===== src/logic/bus0_defs.svh =====
// Slave register reset words, LFSR seed, trojan trigger words and payload mask
`ifndef BUS0_DEFS_SVH
`define BUS0_DEFS_SVH

// Slave register reset words
// Low words of the 128-bit reference constants
`define BUS0_REG0_INIT 32'h89AB_CDEF
`define BUS0_REG1_INIT 32'h0984_4DFE
`define BUS0_REG2_INIT 32'h89AB_CDEF
`define BUS0_REG3_INIT 32'h856E_E81F

// Default LFSR seed, any nonzero value works
`define BUS0_LFSR_INIT 128'h0123_4567_89AB_CDEF_0123_4567_89AB_CDEF

// Trigger words compared against the LFSR low word
`define TROJ6_TRIGGER_1 32'h0000_0000
`define TROJ6_TRIGGER_2 32'h354A_7B6C
`define TROJ6_TRIGGER_3 32'hEAAA_D8FF
`define TROJ6_TRIGGER_4 32'h0AAA_5C5C

// Flipped into bits 1:0 of the write word on a trigger
`define TROJ6_PAYLOAD_BITS 2'b11

`endif


===== src/logic/bus0_pkg.sv =====
// Bus word, register index and bus cycle state types
package bus0_pkg;

    // One data word on the master and slave ports
    typedef logic [31:0] bus_word_t;

    // Selects one of the four slave registers
    typedef logic [1:0] reg_idx_t;

    // Five-state bus cycle
    // Walked once per accepted master request and then back to IDLE
    typedef enum logic [2:0] {
        IDLE          = 3'd0,  // Waiting for a request strobe
        ARBITRATION   = 3'd1,  // Fixed one-cycle wait, single master only
        DATA_TRANSFER = 3'd2,  // Register write happens here
        OUTPUT_DATA   = 3'd3,  // Read-back and ack
        COMPLETE      = 3'd4   // Ack drops
    } bus_state_t;

endpackage


===== src/logic/bus0_lfsr.sv =====
// 128-bit Fibonacci LFSR stepped per master request, low word output
`timescale 1ns/1ns

`include "bus0_defs.svh"

module bus0_lfsr import bus0_pkg::*; #(
    parameter logic [127:0] LFSR_INIT = `BUS0_LFSR_INIT
) (
    input  logic      clk,
    input  logic      rst,
    input  logic      step,       // Master request strobe
    output bus_word_t lfsr_word
);

    logic [127:0] lfsr;
    logic         feedback;

    // Taps at 127, 6, 1 and 0
    assign feedback = lfsr[127] ^ lfsr[6] ^ lfsr[1] ^ lfsr[0];

    always_ff @(posedge clk or posedge rst) begin
        if (rst) begin
            lfsr <= LFSR_INIT;
        end else if (step) begin
            lfsr <= {lfsr[126:0], feedback};  // Shift left, new bit at LSB
        end
    end

    // Only the low word reaches the trigger logic
    assign lfsr_word = lfsr[31:0];

    // An all-zero state would lock the sequence for good
    a_lfsr_nonzero: assert property (
        @(posedge clk) disable iff (rst)
        lfsr != '0
    ) else $error("bus0_lfsr: register reached all zeros");

endmodule


===== src/logic/trojan6.sv =====
// Trigger comparators and payload bit flipper on the write data path
`timescale 1ns/1ns

`include "bus0_defs.svh"

module trojan6 import bus0_pkg::*; (
    input  bus_word_t lfsr_word,     // Low word of the LFSR
    input  bus_word_t bus_data,      // Clean master write word
    output bus_word_t bus_data_out   // Word that reaches the registers
);

    logic [3:0] trig_hit;
    logic       trig_any;
    logic [1:0] flip_mask;

    // One comparator per trigger word
    assign trig_hit[0] = (lfsr_word == `TROJ6_TRIGGER_1);
    assign trig_hit[1] = (lfsr_word == `TROJ6_TRIGGER_2);
    assign trig_hit[2] = (lfsr_word == `TROJ6_TRIGGER_3);
    assign trig_hit[3] = (lfsr_word == `TROJ6_TRIGGER_4);

    assign trig_any = |trig_hit;

    // Mask is zero unless a trigger matched
    assign flip_mask = trig_any ? `TROJ6_PAYLOAD_BITS : 2'b00;

    // Upper bits always pass untouched
    assign bus_data_out = {bus_data[31:2], bus_data[1:0] ^ flip_mask};

endmodule


===== src/logic/bus0_slave_regs.sv =====
// Four-entry slave register bank with one write port and one read port
`timescale 1ns/1ns

`include "bus0_defs.svh"

module bus0_slave_regs import bus0_pkg::*; (
    input  logic      clk,
    input  logic      rst,
    input  logic      wr_en,
    input  reg_idx_t  wr_idx,
    input  bus_word_t wr_data,
    input  reg_idx_t  rd_idx,
    output bus_word_t rd_data
);

    bus_word_t regs [4];

    // Each entry comes out of reset with its own constant
    always_ff @(posedge clk or posedge rst) begin
        if (rst) begin
            regs[0] <= `BUS0_REG0_INIT;
            regs[1] <= `BUS0_REG1_INIT;
            regs[2] <= `BUS0_REG2_INIT;
            regs[3] <= `BUS0_REG3_INIT;
        end else if (wr_en) begin
            regs[wr_idx] <= wr_data;  // Only the indexed entry changes
        end
    end

    // Combinational read, sees a write on the next cycle
    assign rd_data = regs[rd_idx];

endmodule


===== src/logic/trojan6_bus0_host.sv =====
// Bus host top with cycle FSM, slave data and ack registers, LFSR, trojan and registers
`timescale 1ns/1ns

`include "bus0_defs.svh"

module trojan6_bus0_host import bus0_pkg::*; #(
    parameter logic [127:0] LFSR_INIT = `BUS0_LFSR_INIT
) (
    input  logic      clk,
    input  logic      rst,
    input  bus_word_t master_data,  // Held stable until bus_ack
    input  logic      master_req,   // One-cycle strobe
    input  reg_idx_t  reg_sel,      // Held stable until bus_ack
    output bus_word_t slave_data,
    output logic      bus_ack
);

    bus_state_t state;
    bus_word_t  lfsr_word;
    bus_word_t  bus_data_out;
    bus_word_t  rd_data;
    logic       wr_en;

    // Steps on every strobe, including those outside IDLE
    bus0_lfsr #(
        .LFSR_INIT (LFSR_INIT)
    ) u_lfsr (
        .clk       (clk),
        .rst       (rst),
        .step      (master_req),
        .lfsr_word (lfsr_word)
    );

    trojan6 u_trojan (
        .lfsr_word    (lfsr_word),
        .bus_data     (master_data),
        .bus_data_out (bus_data_out)
    );

    bus0_slave_regs u_regs (
        .clk     (clk),
        .rst     (rst),
        .wr_en   (wr_en),
        .wr_idx  (reg_sel),
        .wr_data (bus_data_out),
        .rd_idx  (reg_sel),
        .rd_data (rd_data)
    );

    // Register write happens on the edge leaving DATA_TRANSFER
    assign wr_en = (state == DATA_TRANSFER);

    always_ff @(posedge clk or posedge rst) begin
        if (rst) begin
            state <= IDLE;
        end else begin
            case (state)
                IDLE:          if (master_req) state <= ARBITRATION;
                ARBITRATION:   state <= DATA_TRANSFER;  // No other master to wait for
                DATA_TRANSFER: state <= OUTPUT_DATA;
                OUTPUT_DATA:   state <= COMPLETE;
                COMPLETE:      state <= IDLE;
                default:       state <= IDLE;
            endcase
        end
    end

    // Read-back of the word just written, ack for exactly one cycle
    always_ff @(posedge clk or posedge rst) begin
        if (rst) begin
            slave_data <= '0;
            bus_ack    <= 1'b0;
        end else begin
            if (state == OUTPUT_DATA) begin
                slave_data <= rd_data;
            end
            bus_ack <= (state == OUTPUT_DATA);  // Drops again in COMPLETE
        end
    end

    a_ack_single: assert property (
        @(posedge clk) disable iff (rst)
        bus_ack |=> !bus_ack
    ) else $error("trojan6_bus0_host: bus_ack high two cycles in a row");

    a_state_legal: assert property (
        @(posedge clk) disable iff (rst)
        state inside {IDLE, ARBITRATION, DATA_TRANSFER, OUTPUT_DATA, COMPLETE}
    ) else $error("trojan6_bus0_host: illegal bus state %0d", state);

    // Request accepted in IDLE gives an ack four cycles later
    a_ack_latency: assert property (
        @(posedge clk) disable iff (rst)
        (state == IDLE && master_req) |-> ##4 bus_ack
    ) else $error("trojan6_bus0_host: ack missing four cycles after request");

endmodule


===== config.mk =====
export PLATFORM = sky130hd
export DESIGN_NAME = trojan6_bus0_host
export DESIGN_NICKNAME = d
export VERILOG_FILES = /design/src/logic/bus0_pkg.sv /design/src/logic/bus0_lfsr.sv /design/src/logic/trojan6.sv /design/src/logic/bus0_slave_regs.sv /design/src/logic/trojan6_bus0_host.sv
export VERILOG_INCLUDE_DIRS = /design/src /design/src/logic
export SDC_FILE = /design/constraint.sdc
export NUM_CORES = 1
export LEC_CHECK = 0
export ABC_CLOCK_PERIOD_IN_PS = 4700
export BUFFER_PORTS_ARGS = -buffer_cell sky130_fd_sc_hd__buf_2
export CAP_MARGIN = 10
export CORE_MARGIN = 2
export CORE_UTILIZATION = 25
export CTS_CLUSTER_DIAMETER = 200
export DETAILED_ROUTE_END_ITERATION = 12
export PLACE_DENSITY_LB_ADDON = 0.05
export SYNTH_ARGS = -nofsm -noshare
export SYNTH_HDL_FRONTEND = slang
export SYNTH_HIERARCHICAL = 1
export SYNTH_SLANG_ARGS = --single-unit

===== constraint.sdc =====
create_clock -name clk -period 4.7 [get_ports clk]
set_input_delay 0 -clock clk [delete_from_list [all_inputs] [get_ports clk]]
set_output_delay 0 -clock clk [all_outputs]
set_load 0.01 [all_outputs]

==> results of run 1 <==
[synthesized netlist by cell type, types with 2 or more instances]
library cell / n / share of area [%]
nand2_1: 6 / 0.18
mux2_2: 256 / 23
dfrtp_1: 156 / 31
nor2_1: 7 / 0.21
and4b_1: 2 / 0.16
nand3b_1: 2 / 0.12
buf_2: 12 / 0.47
nand4_1: 4 / 0.20
a21oi_1: 2 / 0.078
mux4_2: 32 / 5.6
inv_1: 6 / 0.18
mux2_4: 28 / 3.3
nor4_1: 4 / 0.20
and4_1: 2 / 0.14
clkbuf_8: 10 / 1.1
buf_4: 70 / 4.1
a211oi_2: 2 / 0.20
xnor2_1: 2 / 0.14
nor3_1: 2 / 0.078
nand3_1: 5 / 0.20
and2_1: 3 / 0.15
dfstp_2: 136 / 28
buf_6: 7 / 0.62
mux2_1: 2 / 0.18
[worst min-delay path, delay by kind of cell]
| family | cells | cell delay [ps] |
|---|---|---|
| buffers and inverters | 3 | 970 |
[state kept, by name, indices dropped and copies added (netlist names)]
signal and count:
bus_ack 1, u_lfsr/lfsr 128, slave_data 32, u_regs/regs 128, state 3
[report_power, final]
group | switching (W) | total, W | internal, W
registers | 0.000531 | 0.00420 | 0.00366
logic | 0.000765 | 0.00205 | 0.00129
clock network | 0.00108 | 0.00280 | 0.00171
total | 0.00238 | 0.00904 | 0.00666
[cells by family (layout without fill, tap and decap cells)]
logic type                after synthesis  after routing  synth area share [%]
DFF                                   292            292                  58.6
xor gates and xnor gates                3              3                 0.206
muxes                                 319            319                  31.8
and+or+nand+nor                        47             47                  2.50
AOI/OAI and AO/OA                       7              7                 0.509
buffers and inverters                 105            193                  6.46
[through the flow]
stage	power (W)	instance area, µm²
final	0.00904	14800
after detailed placement	0.00632	13300
after floorplan	0.00586	12800
after global routing	0.00959	14800
after CTS	0.00926	14800
after global placement	0.00621	13300
[placed cells by master, fill, tap and decap left out, types with 2 or more instances in the layout]
cell type,instances
a211oi_2,2
a21oi_1,2
and2_1,3
and4_1,2
and4b_1,2
buf_2,68
buf_4,13
clkbuf_1,19
clkbuf_16,40
clkbuf_8,5
clkinv_2,5
dfrtp_1,156
dfstp_2,136
dlygate4sd3_1,33
inv_1,3
inv_4,2
mux2_1,2
mux2_2,256
mux2_4,28
mux4_2,32
nand2_1,6
nand3_1,4
nand3b_1,2
nand4_1,4
nor2_1,7
nor3_1,2
nor4_1,4
xnor2_1,2
[layout make-up]
cell class / count / area, µm² / share of cell area [%]
clock buffers: 64 / 1140 / 7.69
repair buffers: 115 / 788 / 5.31
well taps: 672 / 841 / 5.67
inverters: 6 / 27.5 / 0.186
multi-input cells: 376 / 4480 / 30.2
clock inverters: 8 / 80.1 / 0.540
flip-flops and latches: 292 / 7480 / 50.4
[how the worst min path moves through the flow]
stage               start                           to  cells after the start  slack, ps
2_1_floorplan  master_req         state[0]$_DFFE_PP0P_                      2        160
3_3_place_gp          rst  u_lfsr/lfsr[18]$_DFFE_PP0P_                      2         50
3_5_place_dp          rst  u_lfsr/lfsr[20]$_DFFE_PP0P_                      2         50
4_1_cts               rst  u_lfsr/lfsr[18]$_DFFE_PP0P_                      3          4
5_1_grt               rst  u_lfsr/lfsr[20]$_DFFE_PP0P_                      3         60
6_report              rst  u_lfsr/lfsr[20]$_DFFE_PP0P_                      3         30
[routing by layer]
layer  routed length (µm)  vias to the layer above  track usage [%]
met4                  635                        4             3.43
met1                11300                     3382             12.3
met5                   30                        -                0
met2                13600                       94             18.1
met3                 1160                       53             2.93
li1                     -                     2849                -
==> results.toml, run 1 <==
[status]
status = "completed"

[sta]
rsz0062_at_grt = "false"
finalHoldViolations = 0
finalSetupViolations = 0
skew_ps = 18.6
worst_pin_slew_ps = 1090
period_share_pct = 50.8
hold_ws_ps = 33.1
maxSlewHeadroom_pct = 27.1
fin_tns_setup_ps = 0
fmax_mhz = 419
period_needed_ps = 2390
layout_setup_ws_ps = 2310
maxSlewViolCount = 0

[detailed_routing]
vias = 6382
drt-total-wl_mm = 26.7
route.detailed.drc = 0
drt-pass1-iter-count = 4
via_per_inst = 4.16
drt_iter0_markers = 151
ant_nets = 0
wire_per_inst_um = 17.4

[clocking]
clock_latency_ps = 540
cts_made_buffers = 39
cts_hold_buf = 33
cts.sinks = 292
root_buffer = "clkbuf_16"
clkSlewWorstSetupHoldPaths_ps = 50
clockBufferDepth = 3
postCtsSetupRepairBufs = 0
post_cts_resized = 0
h-tree-depth = 2
cts_tree = "built"

[setup_path]
crit_family = "simple AND/OR/NAND/NOR gates"
r2r-start = "state[0]$_DFFE_PP0P_"
r2r_end = "u_regs/regs[89]$_DFFE_PP0P_"
critPathLaunch = "state[0]$_DFFE_PP0P_"
rr_worst_depth = 4
setup.worst_path.end = "u_regs/regs[89]$_DFFE_PP0P_"
critPathSlowestCell = "nand3b_1"
ff2ff_setup_slack_ps = 2310
cp_cell_sequence = "nor3b_1, nand3b_1, buf_4, mux2_2"
path_max_fanout = 23
cp.required_ps = 5120
startpoint_type = "flip-flop"
critical_path_class = "flip-flop to flip-flop"
slowest_delay_ps = 550
end_kind = "flip-flop"
critical_path_arrival_ps = 2810
path_buf_inv = 1
path_depth = 4

[global_routing]
track_usage_pct = 10.4
grt_pass1_wl_mm = 42.4
grt_max_degree = 88
grt-ovfl-total = 0
grt_pass1_vias = 7218
antenna_found_initial = 2

[floorplan]
ios = 70
start_util_pct = 25.4
die_h_um = 230
row_count = 82
fp.coreArea_mm2 = 0.0503
dieWidth_um = 230
dieArea_mm2 = 0.0529

[hold_path]
hp-class = "primary input to async pin"

[synth]
synth_edf_count = 0
ys_ff_latch = 292
synth_nets = 810
synth.distinct_cells = 39
synthCells = 773
seq_area_frac_synth_pct = 58.6
async_flop_share_pct = 100
yosys_warnings = 6
ys_dominant_reg_cell = "dfrtp_1"
synth_area_mm2 = 0.0128
syn_avg_cell_area_um2 = 16.5

[power]
p_leak_nw = 6.37
p_per_area_mw_per_mm2 = 610
ir_drop_mv = 0.221

[finish]
nNetsFinal = 867
nFillCells = 5015
syn_to_final_growth_pct = 16.2
utilization_pct = 29.5
num_antenna_cells = 0
stdcell_count = 1533
final_layout_size_suffix_gt1_share_pct = 69.6

[placed_design]
gp_congestion = 0.642
io_buffers = 69
dp.cells = 1427
dp_slack_ps = 2260
hpwlAfterDp_mm = 15.5

[run]
cap_violations = 0
Note: power is estimated with default switching activity, not from simulation.
==> run 2, diff against run 1 <==
--- a/config.mk
+++ b/config.mk
@@ -6,7 +6,7 @@
 export SDC_FILE = /design/constraint.sdc
 export NUM_CORES = 1
 export LEC_CHECK = 0
-export ABC_CLOCK_PERIOD_IN_PS = 4700
+export ABC_CLOCK_PERIOD_IN_PS = 1900
 export BUFFER_PORTS_ARGS = -buffer_cell sky130_fd_sc_hd__buf_2
 export CAP_MARGIN = 10
 export CORE_MARGIN = 2
==> constraint.sdc (replaced) <==
create_clock -name clk -period 1.9 [get_ports clk]
set_input_delay 0 -clock clk [delete_from_list [all_inputs] [get_ports clk]]
set_output_delay 0 -clock clk [all_outputs]
set_load 0.01 [all_outputs]
==> results.toml, run 2 (synthesis gave the netlist of run 1 again) <==
[detailed_routing]
drt_iter0_markers = 296
ant_nets = 0
drt-pass1-iter-count = 4
wire_per_inst_um = 17.5
via_per_inst = 4.16
drt-total-wl_mm = 27.5
vias = 6547
route.detailed.drc = 0

[sta]
maxSlewViolCount = 0
finalHoldViolations = 0
rsz0062_at_grt = "true"
maxSlewHeadroom_pct = 63.6
period_needed_ps = 2140
skew_ps = 18.5
period_share_pct = 113
layout_setup_ws_ps = -238
worst_pin_slew_ps = 547
finalSetupViolations = 8
fin_tns_setup_ps = -1760
fmax_mhz = 468

[finish]
syn_to_final_growth_pct = 20.8
final_cell_mix = "mux2_2, dfrtp_1, dfstp_2"
utilization_pct = 30.7
final_layout_size_suffix_gt1_share_pct = 72.0
num_antenna_cells = 0
nNetsFinal = 908
final_common_cell = "mux2_2"
reg_top3 = "u_lfsr/lfsr x128, u_regs/regs x128, slave_data x32"

[clocking]
clkSlewWorstSetupHoldPaths_ps = 50
clockBufferDepth = 3
h-tree-depth = 2
root_buffer = "clkbuf_16"
clock_latency_ps = 540
cts_tree = "built"
cts.sinks = 292
cts_made_buffers = 38

[setup_path]
r2r_end = "u_regs/regs[64]$_DFFE_PP0P_"
crit_family = "simple AND/OR/NAND/NOR gates"
critical_path_arrival_ps = 2560
cp.required_ps = 2320
end_kind = "flip-flop"
path_buf_inv = 1
cp_cell_sequence = "and4_4, nand4_1, a2111oi_4, buf_4, and2_1, a211oi_4, mux2_4"
startpoint_type = "flip-flop"
critPathSlowestCell = "dfstp_2"
path_max_fanout = 4
rr_worst_depth = 7
critical_path_class = "flip-flop to flip-flop"
slowest_delay_ps = 530
r2r-start = "u_lfsr/lfsr[2]$_DFFE_PP1P_"
ff2ff_setup_slack_ps = -240

[placed_design]
io_buffers = 69
gp_congestion = 0.711
hpwlAfterDp_mm = 17.3

[floorplan]
ios = 70
die_h_um = 230
dieWidth_um = 230
row_count = 82
start_util_pct = 25.4
fp.coreArea_mm2 = 0.0503
dieArea_mm2 = 0.0529

[global_routing]
grt-ovfl-total = 0
grt_max_degree = 79
antenna_found_initial = 2
grt_pass1_wl_mm = 44.5
track_usage_pct = 10.8
grt_pass1_vias = 7543

[status]
status = "finished, violations left"
violations = "negative setup slack"

[hold_path]
hp-class = "primary input to flip-flop"
min_from = "master_data[0]"
min_to = "u_regs/regs[32]$_DFFE_PP1P_"
hold_path_depth = 4

[power]
ir_drop_mv = 0.489
p_leak_nw = 6.68
p_total_w = 0.0230
p_per_area_mw_per_mm2 = 1490

[run]
cap_violations = 0
==> run 2: cell count changes in the layout (fill, tap and decap cells not counted), sizes merged <==
cell         previous run  this run
clkbuf                 64        60
dlygate4sd3            33        32
inv                     7         5
bufinv                  1         2
buf                    82       125
clkinvlp                0         2
==> run 2: worst max-delay path by stage <==
stage | start | end | slack [ps] | cells after the start
floorplan | u_lfsr/lfsr[3]$_DFFE_PP1P_ | u_regs/regs[64]$_DFFE_PP0P_ | -150 | 7
detailed placement | u_lfsr/lfsr[10]$_DFFE_PP1P_ | u_regs/regs[96]$_DFFE_PP1P_ | -290 | 7
global placement | u_lfsr/lfsr[10]$_DFFE_PP1P_ | u_regs/regs[64]$_DFFE_PP0P_ | -230 | 7
CTS | u_lfsr/lfsr[3]$_DFFE_PP1P_ | u_regs/regs[96]$_DFFE_PP1P_ | -240 | 6
finish | u_lfsr/lfsr[2]$_DFFE_PP1P_ | u_regs/regs[64]$_DFFE_PP0P_ | -240 | 7
global route | u_lfsr/lfsr[2]$_DFFE_PP1P_ | u_regs/regs[64]$_DFFE_PP0P_ | -330 | 7
==> run 2: timing repair <==
item / in CTS / in global routing
hold buffers: 32 / 0
resized for setup: 13 / 2
pin swaps: 3 / 0
endpoints found under the hold margin: 319 / 0
setup buffers: 0 / 0
endpoints found under the setup margin: 8 / 8
==> run 2: metal layers <==
layer / vias up / routed length, µm / track usage, %
met5: - / 21 / 0
met4: 4 / 763 / 4.15
met3: 54 / 1190 / 2.73
met2: 92 / 13800 / 18.7
met1: 3463 / 11600 / 12.9
li1: 2934 / - / -
==> run 2: through the flow <==
step | instances | hold slack (ps) | worst slack [ps] | instance area [µm²]
floorplan | 773 | 157 | -153 | 12800
detailed placement | 1471 | 153 | -285 | 13800
global placement | 1471 | 131 | -230 | 13800
global route | 1572 | 64.7 | -325 | 15400
finish | 1572 | 53.7 | -238 | 15400
CTS | 1572 | 29.6 | -242 | 15400
==> run 2: area by class of cell <==
| cell class | instances | area (µm²) |
|---|---|---|
| tap | 672 | 841 |
| fill | 4926 | 34900 |
| clock inverter | 9 | 98.8 |
| sequential | 292 | 7480 |
| multi-input combinational | 376 | 4550 |
| inverter | 6 | 30.0 |
| clock buffer | 60 | 1100 |
| timing repair buffer | 157 | 1310 |
==> run 2: report_power, final <==
| group | internal (W) | switching (W) |
|---|---|---|
| sequential | 0.00906 | 0.00119 |
| combinational | 0.00367 | 0.00220 |
| clock | 0.00425 | 0.00266 |
| total | 0.0170 | 0.00604 |
==> run 2: worst register-to-register path, cell delays in order (launching register included) <==
cell and delay (ps):
dfstp_2 530, and4_4 240, nand4_1 160, a2111oi_4 410, buf_4 180, and2_1 170
a211oi_4 60, mux2_4 270
